$ cat src/include/nes_bus_consts.svh
`ifndef NES_BUS_CONSTS_SVH
`define NES_BUS_CONSTS_SVH

// Master clock dividers
// 12 master clocks make one CPU cycle
`define CPU_DIV 5'd12
// 4 master clocks make one PPU dot
`define PPU_DIV 3'd4

// Single registers on the CPU bus
// OAM data port, target of every sprite DMA write
`define OAM_DATA_ADDR 16'h2004
// Writing a page here starts sprite DMA
`define OAM_DMA_ADDR 16'h4014
// Only readable APU register
`define APU_STATUS_ADDR 16'h4015
// Joypad 1 data, writes go to the shared strobe latch
`define JOY1_ADDR 16'h4016
// Joypad 2 data
`define JOY2_ADDR 16'h4017

// Device windows, base included and end excluded
// PPU registers and their mirrors
`define PPU_BASE 16'h2000
`define PPU_END 16'h4000
// APU and I/O block
`define APU_BASE 16'h4000
`define APU_END 16'h4018

`endif
$ cat src/rtl/nes_bus_pkg.sv
package nes_bus_pkg;

	// One byte on the CPU data bus
	typedef logic [7:0] byte_t;

	// Page and offset view of a bus address
	typedef struct packed {
		logic [7:0] page;   // High byte, fixed for a whole sprite DMA
		logic [7:0] offset; // Low byte, walks 00 to FF
	} bus_page_t;

	// CPU bus address
	// DMA steps through it by page and offset
	// Decoder only ever looks at the full word
	typedef union packed {
		logic [15:0] word;   // Flat 16 bit address
		bus_page_t   paged;  // Same bits split in two bytes
	} bus_addr_u;

endpackage

$ cat src/rtl/bus_master_if.sv
`timescale 1ns/10ps

// DMA side of the bus master mux
// No handshake, the decoder simply follows enable
interface bus_master_if;

	logic                   enable; // DMA owns the bus this CPU cycle
	nes_bus_pkg::bus_addr_u addr;   // DMA address
	nes_bus_pkg::byte_t     wdata;  // Byte written by the DMA
	logic                   read;   // 1 read, 0 write

	// DMA drives everything
	modport dma (
		output enable,
		output addr,
		output wdata,
		output read
	);

	// Decoder picks between these and the CPU
	modport decoder (
		input enable,
		input addr,
		input wdata,
		input read
	);

endinterface

$ cat src/rtl/nes_cpu_bus.sv
`timescale 1ns/10ps

// CPU side bus core
// Divider feeds the DMA, the DMA feeds the bus decoder
module nes_cpu_bus (
	input  logic        clk,
	input  logic        reset,
	// CPU bus
	input  logic [15:0] i_cpu_addr,
	input  logic [7:0]  i_cpu_dout,
	input  logic        i_cpu_read,       // 1 read, 0 write
	// APU DMC request
	input  logic        i_dmc_req,
	input  logic [15:0] i_dmc_addr,
	// Devices
	input  logic [7:0]  i_ppu_dout,
	input  logic [7:0]  i_apu_status,
	input  logic [7:0]  i_prg_dout,
	input  logic        i_prg_valid,
	input  logic [4:0]  i_joy1_data,
	input  logic [4:0]  i_joy2_data,
	// Timing
	output logic        o_cpu_ce,
	output logic        o_ppu_ce,
	output logic        o_odd_cycle,
	// DMA
	output logic        o_dmc_ack,
	output logic        o_pause_cpu,      // Holds the CPU
	// Shared bus
	output logic [15:0] o_bus_addr,
	output logic [7:0]  o_bus_dout,
	output logic [7:0]  o_cpu_din,        // Read data to CPU and DMA
	output logic        o_bus_read_stb,
	output logic        o_bus_write_stb,
	output logic        o_ppu_cs,
	output logic        o_apu_cs,
	output logic        o_sprite_trigger,
	output logic [2:0]  o_joypad_out,
	output logic [1:0]  o_joypad_clock
);

	bus_master_if dma_bus ();

	cpu_clock_divider u_divider (
		.clk         (clk),
		.reset       (reset),
		.o_cpu_ce    (o_cpu_ce),
		.o_ppu_ce    (o_ppu_ce),
		.o_odd_cycle (o_odd_cycle)
	);

	sprite_dmc_dma u_dma (
		.clk              (clk),
		.reset            (reset),
		.i_cpu_ce         (o_cpu_ce),
		.i_odd_cycle      (o_odd_cycle),
		.i_sprite_trigger (o_sprite_trigger), // Decoded from the bus
		.i_dmc_req        (i_dmc_req),
		.i_cpu_read       (i_cpu_read),
		.i_cpu_dout       (i_cpu_dout),
		.i_bus_din        (o_cpu_din),        // Same data the CPU sees
		.i_dmc_addr       (i_dmc_addr),
		.o_dmc_ack        (o_dmc_ack),
		.o_pause_cpu      (o_pause_cpu),
		.bus              (dma_bus)
	);

	cpu_bus_decoder u_decoder (
		.clk              (clk),
		.reset            (reset),
		.i_cpu_ce         (o_cpu_ce),
		.i_cpu_read       (i_cpu_read),
		.i_cpu_addr       (i_cpu_addr),
		.i_cpu_dout       (i_cpu_dout),
		.i_ppu_dout       (i_ppu_dout),
		.i_apu_status     (i_apu_status),
		.i_prg_dout       (i_prg_dout),
		.i_prg_valid      (i_prg_valid),
		.i_joy1_data      (i_joy1_data),
		.i_joy2_data      (i_joy2_data),
		.bus              (dma_bus),
		.o_bus_addr       (o_bus_addr),
		.o_bus_dout       (o_bus_dout),
		.o_cpu_din        (o_cpu_din),
		.o_bus_read_stb   (o_bus_read_stb),
		.o_bus_write_stb  (o_bus_write_stb),
		.o_ppu_cs         (o_ppu_cs),
		.o_apu_cs         (o_apu_cs),
		.o_sprite_trigger (o_sprite_trigger),
		.o_joypad_out     (o_joypad_out),
		.o_joypad_clock   (o_joypad_clock)
	);

endmodule

$ cat src/rtl/cpu_bus_decoder.sv
`timescale 1ns/10ps

`include "nes_bus_consts.svh"

// Bus master mux, device decode and CPU read data
module cpu_bus_decoder (
	input  logic                   clk,
	input  logic                   reset,
	input  logic                   i_cpu_ce,
	input  logic                   i_cpu_read,     // CPU read/write level
	input  nes_bus_pkg::bus_addr_u i_cpu_addr,
	input  nes_bus_pkg::byte_t     i_cpu_dout,
	input  nes_bus_pkg::byte_t     i_ppu_dout,     // PPU register read data
	input  nes_bus_pkg::byte_t     i_apu_status,   // 4015 read data
	input  nes_bus_pkg::byte_t     i_prg_dout,     // Cartridge read data
	input  logic                   i_prg_valid,    // Cartridge drives the bus
	input  logic [4:0]             i_joy1_data,
	input  logic [4:0]             i_joy2_data,
	bus_master_if.decoder          bus,
	output nes_bus_pkg::bus_addr_u o_bus_addr,
	output nes_bus_pkg::byte_t     o_bus_dout,
	output nes_bus_pkg::byte_t     o_cpu_din,
	output logic                   o_bus_read_stb,
	output logic                   o_bus_write_stb,
	output logic                   o_ppu_cs,
	output logic                   o_apu_cs,
	output logic                   o_sprite_trigger, // Write strobe to 4014
	output logic [2:0]             o_joypad_out,     // Strobe latch, bit 0 reloads pads
	output logic [1:0]             o_joypad_clock    // One per pad
);

	logic               bus_read;   // Read level after the master mux
	logic               joy1_cs;
	logic               joy2_cs;
	logic               status_cs;
	logic               oam_dma_cs;
	nes_bus_pkg::byte_t open_bus;   // Last value on the data bus

	// Master select, DMA wins when it asks
	assign o_bus_addr = bus.enable ? bus.addr : i_cpu_addr;
	assign o_bus_dout = bus.enable ? bus.wdata : i_cpu_dout;
	assign bus_read   = bus.enable ? bus.read : i_cpu_read;

	// Strobes last one clock per CPU cycle
	assign o_bus_read_stb  = bus_read && i_cpu_ce;
	assign o_bus_write_stb = !bus_read && i_cpu_ce;

	// Device windows
	assign o_ppu_cs = (o_bus_addr.word >= `PPU_BASE) && (o_bus_addr.word < `PPU_END);
	assign o_apu_cs = (o_bus_addr.word >= `APU_BASE) && (o_bus_addr.word < `APU_END);

	// Single registers
	assign joy1_cs    = (o_bus_addr.word == `JOY1_ADDR);
	assign joy2_cs    = (o_bus_addr.word == `JOY2_ADDR);
	assign status_cs  = (o_bus_addr.word == `APU_STATUS_ADDR);
	assign oam_dma_cs = (o_bus_addr.word == `OAM_DMA_ADDR);

	assign o_sprite_trigger = oam_dma_cs && o_bus_write_stb;

	// Pads are clocked by reading their port
	assign o_joypad_clock = {joy2_cs && o_bus_read_stb, joy1_cs && o_bus_read_stb};

	// Read data priority
	always_comb begin
		if (reset) begin
			o_cpu_din = 8'h00;
		end else if (joy1_cs) begin
			o_cpu_din = {open_bus[7:5], i_joy1_data}; // Top bits float
		end else if (joy2_cs) begin
			o_cpu_din = {open_bus[7:5], i_joy2_data};
		end else if (status_cs) begin
			o_cpu_din = i_apu_status;
		end else if (o_apu_cs) begin
			o_cpu_din = open_bus; // Write-only APU registers
		end else if (o_ppu_cs) begin
			o_cpu_din = i_ppu_dout;
		end else if (i_prg_valid) begin
			o_cpu_din = i_prg_dout;
		end else begin
			o_cpu_din = open_bus; // Nothing drives the bus
		end
	end

	// Bus capacitance holds the previous value
	always_ff @(posedge clk) begin
		open_bus <= o_cpu_din;
	end

	// Joypad strobe latch
	always_ff @(posedge clk) begin
		if (reset) begin
			o_joypad_out <= 3'b000;
		end else if (joy1_cs && o_bus_write_stb) begin
			o_joypad_out <= o_bus_dout[2:0];
		end
	end

endmodule

$ cat src/rtl/sprite_dmc_dma.sv
`timescale 1ns/10ps

`include "nes_bus_consts.svh"

// Sprite OAM DMA and DMC sample DMA
// Sprite DMA reads on even cycles and writes 2004 on odd cycles
// DMC fetch takes an even cycle and leaves the next odd cycle idle
module sprite_dmc_dma (
	input  logic                   clk,
	input  logic                   reset,
	input  logic                   i_cpu_ce,         // CPU cycle tick
	input  logic                   i_odd_cycle,      // Current APU half cycle
	input  logic                   i_sprite_trigger, // Write strobe to 4014
	input  logic                   i_dmc_req,        // Held by the APU until acked
	input  logic                   i_cpu_read,       // CPU in a read cycle
	input  nes_bus_pkg::byte_t     i_cpu_dout,       // Page number written to 4014
	input  nes_bus_pkg::byte_t     i_bus_din,        // Read data back from the bus
	input  nes_bus_pkg::bus_addr_u i_dmc_addr,       // Next DMC sample address
	output logic                   o_dmc_ack,
	output logic                   o_pause_cpu,      // CPU must hold while high
	bus_master_if.dma              bus
);

	// Sprite states
	// Bit 0 pauses the CPU, bit 1 owns the bus
	localparam logic [1:0] SPR_IDLE = 2'b00;
	localparam logic [1:0] SPR_WAIT = 2'b01; // Paused, waiting for alignment
	localparam logic [1:0] SPR_XFER = 2'b11; // Moving bytes

	logic                   dmc_state;   // DMC fetch armed
	logic [1:0]             spr_state;
	nes_bus_pkg::bus_addr_u spr_addr;    // Source page:offset
	nes_bus_pkg::byte_t     spr_data;    // Byte read on the even cycle
	logic [8:0]             next_offset; // Offset plus carry out
	logic                   spr_active;
	logic                   dmc_fetch;

	assign next_offset = {1'b0, spr_addr.paged.offset} + 9'd1;
	assign spr_active  = spr_state[1];
	assign dmc_fetch   = dmc_state && !i_odd_cycle; // DMC owns this even cycle

	// DMC fetch state
	always_ff @(posedge clk) begin
		if (reset) begin
			dmc_state <= 1'b0;
		end else if (i_cpu_ce) begin
			if (!dmc_state && i_dmc_req && i_cpu_read && !i_odd_cycle) begin
				dmc_state <= 1'b1; // Arm, fetch happens next even cycle
			end else if (dmc_state && !i_odd_cycle) begin
				dmc_state <= 1'b0; // Fetch done
			end
		end
	end

	// Sprite FSM
	always_ff @(posedge clk) begin
		if (reset) begin
			spr_state <= SPR_IDLE;
		end else if (i_cpu_ce) begin
			if (spr_active && i_odd_cycle && next_offset[8]) begin
				spr_state <= SPR_IDLE; // Last write to 2004 done
			end else if (spr_active && !i_odd_cycle && dmc_state) begin
				spr_state <= SPR_WAIT; // DMC stole the read, redo the pair
			end else if (spr_state == SPR_WAIT && i_cpu_read && i_odd_cycle) begin
				spr_state <= SPR_XFER; // Next cycle is even
			end else if (i_sprite_trigger) begin
				spr_state <= SPR_WAIT;
			end
		end
	end

	// Source address and data latch
	always_ff @(posedge clk) begin
		if (i_cpu_ce) begin
			if (i_sprite_trigger) begin
				spr_addr.paged.page   <= i_cpu_dout;
				spr_addr.paged.offset <= 8'h00;
			end else if (spr_active && i_odd_cycle) begin
				spr_addr.paged.offset <= next_offset[7:0]; // Step after each write
			end

			if (spr_active) begin
				spr_data <= i_bus_din; // Only the even cycle value gets written
			end
		end
	end

	assign o_dmc_ack   = dmc_fetch;
	assign o_pause_cpu = spr_state[0] || i_dmc_req;

	// Bus request
	assign bus.enable = dmc_fetch || spr_active;
	assign bus.read   = !i_odd_cycle; // Reads on even, writes on odd
	assign bus.wdata  = spr_data;

	// DMC first, then sprite source on even cycles, else OAM data port
	always_comb begin
		if (dmc_fetch) begin
			bus.addr = i_dmc_addr;
		end else if (!i_odd_cycle) begin
			bus.addr = spr_addr;
		end else begin
			bus.addr.word = `OAM_DATA_ADDR;
		end
	end

endmodule

$ cat src/rtl/cpu_clock_divider.sv
`timescale 1ns/10ps

`include "nes_bus_consts.svh"

// Master clock dividers
// CPU ticks every 12 clocks, PPU every 4, both free-running
module cpu_clock_divider (
	input  logic clk,
	input  logic reset,
	output logic o_cpu_ce,    // One clock wide, every CPU_DIV clocks
	output logic o_ppu_ce,    // One clock wide, every PPU_DIV clocks
	output logic o_odd_cycle  // APU half cycle, 1 = odd
);

	logic [4:0] cpu_cnt; // Counts 1 to CPU_DIV
	logic [2:0] ppu_cnt; // Counts 1 to PPU_DIV

	// Enables come straight off the counters
	assign o_cpu_ce = (cpu_cnt == `CPU_DIV);
	assign o_ppu_ce = (ppu_cnt == `PPU_DIV);

	always_ff @(posedge clk) begin
		if (reset) begin
			cpu_cnt <= 5'd1; // Start at 1 so first tick is 11 clocks out
			ppu_cnt <= 3'd1;
		end else begin
			// Wrap back to 1 on the tick itself
			if (o_cpu_ce) begin
				cpu_cnt <= 5'd1;
			end else begin
				cpu_cnt <= cpu_cnt + 5'd1;
			end

			if (o_ppu_ce) begin
				ppu_cnt <= 3'd1;
			end else begin
				ppu_cnt <= ppu_cnt + 3'd1;
			end
		end
	end

	// Even/odd APU cycle
	// Odd out of reset, flips once per CPU cycle
	always_ff @(posedge clk) begin
		if (reset) begin
			o_odd_cycle <= 1'b1;
		end else if (o_cpu_ce) begin
			o_odd_cycle <= ~o_odd_cycle;
		end
	end

endmodule

$ cat config.mk
export PLATFORM = sky130hd
export DESIGN_NAME = nes_cpu_bus
export DESIGN_NICKNAME = d
export VERILOG_FILES = /design/src/rtl/nes_bus_pkg.sv /design/src/rtl/bus_master_if.sv /design/src/rtl/nes_cpu_bus.sv /design/src/rtl/cpu_bus_decoder.sv /design/src/rtl/sprite_dmc_dma.sv /design/src/rtl/cpu_clock_divider.sv
export VERILOG_INCLUDE_DIRS = /design/src /design/src/include
export SDC_FILE = /design/constraint.sdc
export NUM_CORES = 1
export LEC_CHECK = 0
export BUFFER_PORTS_ARGS = -buffer_cell sky130_fd_sc_hd__buf_2
export CAP_MARGIN = 0
export CORE_ASPECT_RATIO = 0.7
export CORE_MARGIN = 2
export CORE_UTILIZATION = 40
export CTS_CLUSTER_SIZE = 30
export DETAILED_ROUTE_END_ITERATION = 7
export PLACE_DENSITY = 0.74
export SLEW_MARGIN = 20
export SYNTH_ARGS = -nofsm -noshare
export SYNTH_HDL_FRONTEND = slang
export SYNTH_SLANG_ARGS = --single-unit
$ cat constraint.sdc
create_clock -name clk -period 7.65 [get_ports clk]
set_input_delay 0.3825 -clock clk [delete_from_list [all_inputs] [get_ports clk]]
set_output_delay 0.3825 -clock clk [all_outputs]
set_load 0.1 [all_outputs]
Word level (Yosys, flattened, before mapping)
Index checks and enable logic that the tools add are counted.
Word-level totals
  flip-flop bits (word level): 47
  bits of input ports: 79
  output and inout port bits: 47
Operators by class
  reductions and logical operators: 33
  muxes and demuxes: 19
  $lt $le $gt $ge: 4
  $add $sub $neg: 3
  bitwise gates (word level): 1
  equal/unequal tests: 7
Operator list (count)
  two-way mux 8 bit: 9
  == test 16 x 15 -> 1 bit (second input constant): 4
  two-way mux 16 bit: 3
  less-than comparator 16 x 15 -> 1 bit (second input constant): 2
  logical AND 1 bit: 18
  greater-or-equal comparator 16 x 14 -> 1 bit (second input constant): 1
  greater-or-equal comparator 16 x 15 -> 1 bit (second input constant): 1
  AND reduction 2 bit: 5
  adder 8 x 1 -> 9 bit (second input constant): 1
  two-way mux 2 bit: 4
  adder 5 x 1 -> 5 bit (second input constant): 1
  == test 5 x 4 -> 1 bit (second input constant): 1
  nonzero test 2 bit: 2
  nonzero test 4 bit: 1
  OR reduction 2 bit: 2
  adder 3 x 1 -> 3 bit (second input constant): 1
  == test 3 bit (second input constant): 1
  logical NOT 1 bit: 3
  two-way mux 1 bit: 3
  == test 2 x 1 -> 1 bit (second input constant): 1
  logical OR 1 bit: 2
  inverter 1 bit: 1

Longest topological paths before layout
Gate-level depths: netlist of run 1.
  depth after elaboration: 12
  gate-level depth with buffers: 11

Modules after synthesis
From an unflattened synthesis of run 1, not the netlist that was laid out.
Second synthesis, totals
  cells, all modules: 311
  area total of the unflattened synthesis: 3036.7 um^2
Modules (own cells, without submodules)
  cpu_bus_decoder: instances 1, cells an instance 159, area each 1310.0 um^2
  sprite_dmc_dma: instances 1, cells an instance 110, area each 1305.0 um^2
  cpu_clock_divider: instances 1, cells an instance 42, area each 421.7 um^2

Worst setup path after synthesis of run 1
Ideal clock, no wire load.
  kind: register -> register
  start: register u_divider.o_odd_cycle
  end: register u_dma.spr_data[6] (netlist: u_dma.bus.wdata[6]), data pin
  required time: 7.038 ns
  clock period less this slack: 8.428 ns
  stages on the path, launching flop included: 10
  arrival time: 7.816 ns
  slack: -0.778 ns
  library setup time: 0.612 ns
  cells stage by stage: dfxtp_1 -> buf_4 -> nor2_1 -> a211oi_1 -> and4b_1 -> clkbuf_1 -> mux2i_1 -> nor2_1 -> a221oi_1 -> nor3_1
Between the ends
  word-level cells in the longest chain between the ends: 12
  elaborated cells on any way between the ends: 21
  classes of those cells: 4 x order compare; 3 x eq/ne; 9 x mux; 5 x reduce/logical
RTL lines
  start: declaration: line cpu_clock_divider.sv:12  | output logic o_odd_cycle
  start signal: assignment: line cpu_clock_divider.sv:48  | o_odd_cycle <= ~o_odd_cycle;
  logical NOT 1 bit: line sprite_dmc_dma.sv:40  | assign dmc_fetch = dmc_state && !i_odd_cycle;
  logical AND 1 bit: line sprite_dmc_dma.sv:40
  two-way mux 16 bit / logical OR 1 bit (equally long branches): line sprite_dmc_dma.sv:98, sprite_dmc_dma.sv:92
  two-way mux 16 bit *: line cpu_bus_decoder.sv:40  | assign o_bus_addr = bus.enable ? bus.addr : i_cpu_addr;
  via o_bus_addr[13]: line nes_cpu_bus.sv:30  | output logic [15:0] o_bus_addr,
  greater-or-equal comparator 16 x 14 -> 1 bit (no line) / less-than comparator 16 x 15 -> 1 bit (equally long branches)
  logical AND 1 bit *: line cpu_bus_decoder.sv:49  | assign o_ppu_cs = (o_bus_addr.word >= `PPU_BASE) && (o_bus_addr.word < `PPU_END);
  via o_ppu_cs: line nes_cpu_bus.sv:35  | output logic o_ppu_cs,
  two-way mux 8 bit *: line cpu_bus_decoder.sv:75  | end else if (o_ppu_cs) begin
  two-way mux 8 bit *: line cpu_bus_decoder.sv:73  | end else if (o_apu_cs) begin
  two-way mux 8 bit *: line cpu_bus_decoder.sv:71  | end else if (status_cs) begin
  two-way mux 8 bit *: line cpu_bus_decoder.sv:69  | end else if (joy2_cs) begin
  two-way mux 8 bit *: line cpu_bus_decoder.sv:67  | end else if (joy1_cs) begin
  two-way mux 8 bit *: line cpu_bus_decoder.sv:65  | if (reset) begin
  via o_cpu_din[6]: line nes_cpu_bus.sv:32  | output logic [7:0] o_cpu_din,
  end signal: assignment: line sprite_dmc_dma.sv:83  | spr_data <= i_bus_din;
  end: declaration: line sprite_dmc_dma.sv:33  | nes_bus_pkg::byte_t spr_data;
Mark *: on every way through the listed nets, which the timed path passes. The rest lies on a longest branch.
A chain may end at the register's enable or synchronous reset.

Final worst setup path of run 1
  start: register u_dma.spr_state[1]
  end: output port o_cpu_din[7]
Between the ends
  word-level cells in the longest chain between the ends: 10
  elaborated cells on any way between the ends: 17
  classes of those cells: 4 x order compare; 3 x eq/ne; 7 x mux; 3 x reduce/logical
RTL lines
  start: declaration: line sprite_dmc_dma.sv:31  | logic [1:0] spr_state;
  start signal: assignment: line sprite_dmc_dma.sv:58  | spr_state <= SPR_IDLE;
  start signal: assignment: line sprite_dmc_dma.sv:61  | spr_state <= SPR_IDLE;
  start signal: assignment: line sprite_dmc_dma.sv:63  | spr_state <= SPR_WAIT;
  logical OR 1 bit *: line sprite_dmc_dma.sv:92  | assign bus.enable = dmc_fetch || spr_active;
  two-way mux 16 bit *: line cpu_bus_decoder.sv:40
  greater-or-equal comparator 16 x 14 -> 1 bit (no line) / less-than comparator 16 x 15 -> 1 bit (equally long branches)
  logical AND 1 bit: line cpu_bus_decoder.sv:49
  two-way mux 8 bit: line cpu_bus_decoder.sv:75
  two-way mux 8 bit: line cpu_bus_decoder.sv:73
  two-way mux 8 bit: line cpu_bus_decoder.sv:71
  two-way mux 8 bit: line cpu_bus_decoder.sv:69
  two-way mux 8 bit *: line cpu_bus_decoder.sv:67
  two-way mux 8 bit *: line cpu_bus_decoder.sv:65
  end: declaration: line nes_cpu_bus.sv:32
Every way passes the cells marked *; elsewhere a longest branch is shown, timed or not.

==> out/qor.yml, run 1 <==
wl_per_cell_um: 16.1
p_leak_nw: 1.53
cts_tree: "yes"
layout-drive-gt1-share: 0.372
cap_violations: 0
worstPathRequired_ns: 7.27
seqPwrFrac: 0.474
p_sw_mw: 0.203
fin_util: 0.523
cts_resized: 0
cts_made_buffers: 5
dp_cells: 495
vias: 2751
synth_ff_type: "edfxtp_1"
max_freq_mhz: 216
min_path_cells: 1
io_buffers: 125
finalCritPeriodShare: 0.606
rsz0062_at_grt: "false"
clk-insertion-delay-late_ns: 0.30
root_buffer: "clkbuf_8"
power_density_mw_per_mm2: 165
critPathMaxFanout: 15
crit_chain: "nor2b_1, a32oi_1, nand2_1, or4b_1, nor4_1, nor2_1, o221ai_1, a21oi_1, buf_2"
ff_latch_area_mm2: 0.00118
ys_seq_area_frac: 0.431
synth_fp_nets: 373
p_comb_frac: 0.269
dp_hpwl_um: 6480
min_path_type: "primary input to flop"
grt_max_degree: 23
syn_inst: 289
grt_first_pass_wirelength_um: 12000
finalNetCount: 492
slowest_delay_ns: 0.73
end_kind: "output port"
core-area_mm2: 0.00669
finalSetupViolations: 0
initial_core_util: 0.409
via_per_inst: 5.47
hold_violations: 0
report.final.slew_viol_count: 0
synth_fa_ha_area_frac: 0.0229
yosysWarnings: 0
globalplace.congestion: 0.891
overflow: 0
fillers: 660
fp.dieArea_mm2: 0.00753
drt_iter0_drc: 169
ys_seq_elements: 47
cts_sinks: 47
multi_input_area_mm2: 0.00141
p_sw_frac: 0.351
hold_buffers: 0
reg2reg_depth: 8
syn_area_mm2: 0.00274
die_w_um: 103
synth_edf_count: 24
drc: 0
synth_compound_area_frac: 0.168
vdd_drop_max_v: 0.000113
arrival_ns: 4.26
ios: 126
start_kind: "flop"
p_int_mw: 0.376
ys_types: 48
ys_async_sr_fraction: 0
status: "completed"
num_antenna_cells: 0
die_h_um: 73.2
clock_skew_ns: 0.0154
fin_tns_setup_ns: 0
power_mw: 0.579
ant_nets: 0
synth-simple-area-share: 0.204
crit_path_top_delay_cell: "nor4_1"
path_clk_slew_ns: 0.10
firstDrtPassIters: 5
avgSynthCellArea_um2: 9.47
critPathKind: "flop to output port"
area_growth_pct: 27.9
instances_no_fill: 503
synth_top_family_by_area: "simple AND/OR/NAND/NOR gates"
power_frac_clock: 0.256
track_usage: 0.207
cts_setup_buffers: 0
htree_levels: 2
cts_buffer_depth: 2
relSlewSlack: 0.377
rows: 25
wl_um: 8080
period_minus_slack_ns: 4.64
fin_hold_ws_ns: 0.273
grt_antenna_before_repair: 0
grt_pass1_vias: 2453
worst_pin_slew_ns: 0.934
synth_mux_area_frac: 0.0905
synth_xor_area_frac: 0.0256
## worst paths after layout
| kind | slack (ns) | startpoint | endpoint |
|---|---|---|---|
| worst min register to register | 0.41 | u_divider.ppu_cnt[0] | u_divider.ppu_cnt[0] |
| worst min-delay path | 0.27 | i_cpu_dout[7] | u_dma.spr_addr[15] |
| worst max-delay path | 3.01 | u_dma.spr_state[1] | o_cpu_din[7] |
| worst max register to register | 3.51 | u_dma.spr_state[1] | u_dma.spr_addr[4] |
## kinds of logic after synthesis
| logic type | count (synthesis) |
|---|---|
| muxes | 23 |
| AOI/OAI and AO/OA | 63 |
| adders and majority gates | 5 |
| buffers and inverters | 35 |
| and+or+nand+nor | 108 |
| xor gates and xnor gates | 8 |
| DFF | 47 |
## layout make-up
| cell class | instances | share of cell area |
|---|---|---|
| clock inverter | 3 | 0.00572 |
| tap | 94 | 0.0336 |
| clock buffer | 5 | 0.0197 |
| sequential | 47 | 0.337 |
| inverter | 22 | 0.0236 |
| multi-input combinational | 207 | 0.401 |
| timing repair buffer | 125 | 0.179 |
## cells in the final DEF (no fill, tap or decap), types with 2 or more instances in the layout
cell type and n:
a22oi_1 12, clkbuf_8 5, and4_1 2, inv_1 20, dfxtp_1 23, nor2b_1 3, or3_1 3, a32oi_1 9
xnor2_1 2, edfxtp_1 24, o21ai_0 3, or4_1 2, nor2_1 32, clkinvlp_4 2, o221ai_1 7, nand3_1 9
mux2_2 14, a221oi_1 5, a32o_1 2, xor2_1 6, buf_2 125, nand4_1 5, nand2b_1 8, mux2i_1 9
o22ai_1 3, a21oi_1 15, nor4_1 3, and2_1 6, nor3_1 13, a2bb2oi_1 2, nand2_1 14, ha_1 5
## cells in the mapped netlist, types with 8 or more instances
master / number / area share
nand2_1: 14 / 0.019
edfxtp_1: 24 / 0.26
dfxtp_1: 23 / 0.17
nor2_1: 32 / 0.044
mux2i_1: 9 / 0.033
nand2b_1: 8 / 0.018
mux2_2: 14 / 0.058
nor3_1: 13 / 0.024
a22oi_1: 12 / 0.033
inv_1: 20 / 0.027
a21oi_1: 15 / 0.027
nand3_1: 9 / 0.016
a32oi_1: 9 / 0.029
## critical path, delay by kind of cell (launching register included)
kind / cells / cell delay [ns]
simple gates: 5 / 2.43
compound gates: 3 / 0.60
flops: 1 / 0.59
buf+inv: 1 / 0.32
## power by group through the flow
stage	Combinational, mW	Clock, mW	Sequential, mW
CTS	0.156	0.151	0.275
global placement	0.154	0	0.280
global route	0.165	0.159	0.276
detailed placement	0.156	0	0.280
finish	0.156	0.148	0.275
floorplan	0.114	0	0.280
## stage by stage
| stage | cell area [um2] | worst slack, ns |
|---|---|---|
| 2_1_floorplan | 2740 | 0.326 |
| 3_3_place_gp | 3410 | 3.44 |
| 3_5_place_dp | 3410 | 3.43 |
| 4_1_cts | 3500 | 3.09 |
| 5_1_grt | 3500 | 2.64 |
| 6_report | 3500 | 3.01 |
## state kept, by name (all words and copies together), names as in the netlist
signal	count
u_divider.o_odd_cycle	1
u_dma.spr_state	2
u_dma.bus.wdata	8
u_decoder.o_joypad_out	3
u_dma.dmc_state	1
u_divider.ppu_cnt	3
u_decoder.open_bus	8
u_divider.cpu_cnt	5
u_dma.spr_addr	16
## routing by layer
layer | part of all wire | GRT usage
met1 | 0.45 | 0.304
met2 | 0.44 | 0.317
met3 | 0.11 | 0.0441
met4 | 0.0068 | 0.0424
met5 | 0 | 0
Power figures use the tool's default switching activity.
==> run 2: changes to the inputs <==
--- a/config.mk
+++ b/config.mk
@@ -6,6 +6,7 @@
 export SDC_FILE = /design/constraint.sdc
 export NUM_CORES = 1
 export LEC_CHECK = 0
+export ABC_AREA = 1
 export BUFFER_PORTS_ARGS = -buffer_cell sky130_fd_sc_hd__buf_2
 export CAP_MARGIN = 0
 export CORE_ASPECT_RATIO = 0.7
==> constraint.sdc (replaced) <==
create_clock -name clk -period 4 [get_ports clk]
set_input_delay 0.2 -clock clk [delete_from_list [all_inputs] [get_ports clk]]
set_output_delay 0.2 -clock clk [all_outputs]
set_load 0.1 [all_outputs]
==> run 2 against run 1 <==
The flow now finishes with violations (DRC). First-iteration DRC count grew 28%. Power grew 120%. Worst setup slack lost 2.5 ns. Design area grew 21%. Global-route usage is essentially flat. Register-to-register slack lost 2.4 ns. Clock power grew to 2.9 times the previous value. Worst hold slack lost 0.16 ns. Final cell count grew 35%.
==> out/qor.yml, run 2 <==
die_w_um: 113
yosysWarnings: 0
power_density_mw_per_mm2: 307
period_minus_slack_ns: 3.48
yosysTopAreaCell: "edfxtp_1"
power_mw: 1.30
syn_inst: 457
grtUsageMet1: 0.290
ff_latch_area_mm2: 0.00118
worst_pin_slew_ns: 0.738
rows: 27
ys_seq_elements: 47
firstDrtPassIters: 7
root_buffer: "clkbuf_16"
htree_levels: 2
grt_first_pass_wirelength_um: 14900
area_growth_pct: 26.3
dp_cells: 672
finalInstanceArea_mm2: 0.00422
largest_reg_flops: 16
clock_skew_ns: 0.00570
place_area_mm2: 0.00407
end_kind: "output port"
synth.most_common_cell: "nand2_1"
finalNetCount: 662
path_clk_slew_ns: 0.07
wl_um: 9710
dp_hpwl_um: 7890
ys_types: 42
initial_core_util: 0.419
use_met3: 0.0589
start_kind: "flop"
critPathKind: "flop to output port"
finalSetupViolations: 0
ios: 126
p_leak_nw: 2.21
vdd_drop_max_v: 0.000215
rsz0062_at_grt: "false"
finalCritPeriodShare: 0.870
core-area_mm2: 0.00797
num_antenna_cells: 0
relSlewSlack: 0.506
grt_max_degree: 23
ys_top_cells_by_count: "156 x nand2_1, 59 x inv_1, 33 x nor2_1, 24 x edfxtp_1, 23 x dfxtp_1"
track_usage: 0.207
avgSynthCellArea_um2: 7.31
synth_edf_count: 24
wl_per_cell_um: 14.3
hold_violations: 0
gr-max-usage-layer: "met2"
critPathMaxFanout: 22
cts_buffer_depth: 2
violations: "DRC"
max_freq_mhz: 287
synth_ff_type: "edfxtp_1"
fin_tns_setup_ns: 0
grt_pass1_vias: 3068
die_h_um: 80.4
multi_input_area_mm2: 0.00187
globalplace.congestion: 0.951
final_cell_mix: "154 x nand2_1, 125 x buf_2, 59 x inv_1"
ys_seq_area_frac: 0.354
io_buffers: 125
cap_violations: 0
via_per_inst: 5.03
cts_sinks: 47
fillers: 778
layout_commonest_cell: "nand2_1"
ys_async_sr_fraction: 0
syn_area_mm2: 0.00334
cts_tree: "yes"
vias: 3423
worstPathRequired_ns: 3.80
status: "finished with violations"
drc: 10
top_register: "u_dma.spr_addr"
use_met2: 0.323
drt_iter0_drc: 216
overflow: 0
synth_fp_nets: 541
clk-insertion-delay-late_ns: 0.29
ant_nets: 0
cts_setup_buffers: 0
grt_antenna_before_repair: 0
synthTopCellsByArea: "edfxtp_1 22%, nand2_1 18%, dfxtp_1 14%, inv_1 6.6%, nor2_1 3.7%"
arrival_ns: 3.28
layout-drive-gt1-share: 0.358
instances_no_fill: 680
min_path_type: "primary input to flop"
fin_util: 0.529
fp.dieArea_mm2: 0.00911
report.final.slew_viol_count: 0
yosysTopAreaCellShare: 0.216
cts_made_buffers: 5
hold_buffers: 0
==> run 2: cell types whose count changed after synthesis, moves of 8 or more <==
cell,delta
mux2i_1,-8
nand2b_1,-8
a22oi_1,-12
a21oi_2,+8
nand2_2,+15
inv_1,+39
nand3b_1,+9
nand2_1,+142
a32oi_1,-9
nand3_1,+13
nor3_1,-12
==> run 2: area by class of cell <==
cell class                      count  share of cell area
Inverter                           67              0.0608
Multi-Input combinational cell    331               0.442
Clock inverter                      3             0.00652
Tap cell                          101              0.0300
Clock buffer                        5              0.0297
Sequential cell                    47               0.281
Timing Repair Buffer              126               0.150
==> run 2: path summary, 6_finish.rpt <==
| check | slack [ns] | startpoint | cells past startpoint | endpoint |
|---|---|---|---|---|
| worst max-delay path | 0.52 | u_dma.dmc_state | 11 | o_cpu_din[5] |
| worst min-delay path | 0.11 | i_cpu_dout[4] | 1 | u_dma.spr_addr[12] |
| worst max register to register | 1.09 | u_dma.dmc_state | 9 | u_dma.spr_addr[3] |
| worst min register to register | 0.42 | u_divider.ppu_cnt[0] | 1 | u_divider.ppu_cnt[0] |
==> run 2: cells by family after synthesis <==
kind of cell | count (synthesis) | synth area share
AO/OA/AOI/OAI | 36 | 0.0716
XOR/XNOR | 8 | 0.0210
adder cells (fa/ha/maj) | 5 | 0.0187
buffers and inverters | 79 | 0.109
flip-flops | 47 | 0.354
multiplexers | 8 | 0.0266
AND/OR/NAND/NOR | 274 | 0.400
==> run 2: worst max-delay path, cell delays in order (launching register included) <==
cell and delay, ns:
dfxtp_2 0.58, nand2_2 0.16, nand2_4 0.24, nor2_1 0.08, a21oi_1 0.25, nand2_1 0.10
nor2_2 0.43, nand3_2 0.27, clkinv_1 0.13, nor2_1 0.08, nor3_4 0.20, buf_2 0.46
==> run 2: layer usage <==
layer / up-vias / share of wire
met5: - / 0
met4: 0 / 0.0093
met3: 14 / 0.10
met2: 154 / 0.44
met1: 1572 / 0.45
li1: 1683 / -
==> run 2: what timing repair did <==
action	in CTS	in global routing
endpoints found under the setup margin	0	7
hold endpoints to repair	0	0
gates resized for setup	0	1
==> run 2: power by group <==
group | leakage, nW | internal, mW | switching [mW] | total [mW]
combinational | 1.75 | 0.0873 | 0.245 | 0.332
sequential | 0.389 | 0.519 | 0.00934 | 0.528
clock | 0.0723 | 0.238 | 0.197 | 0.435
total | 2.21 | 0.845 | 0.451 | 1.30
==> run 2: metrics by stage <==
step	hold WS, ns	worst slack [ns]
after floorplan	0.299	-0.0386
after global placement	0.394	0.824
after detailed placement	0.401	0.611
after CTS	0.108	0.276
after global routing	0.104	0.253
final	0.109	0.520
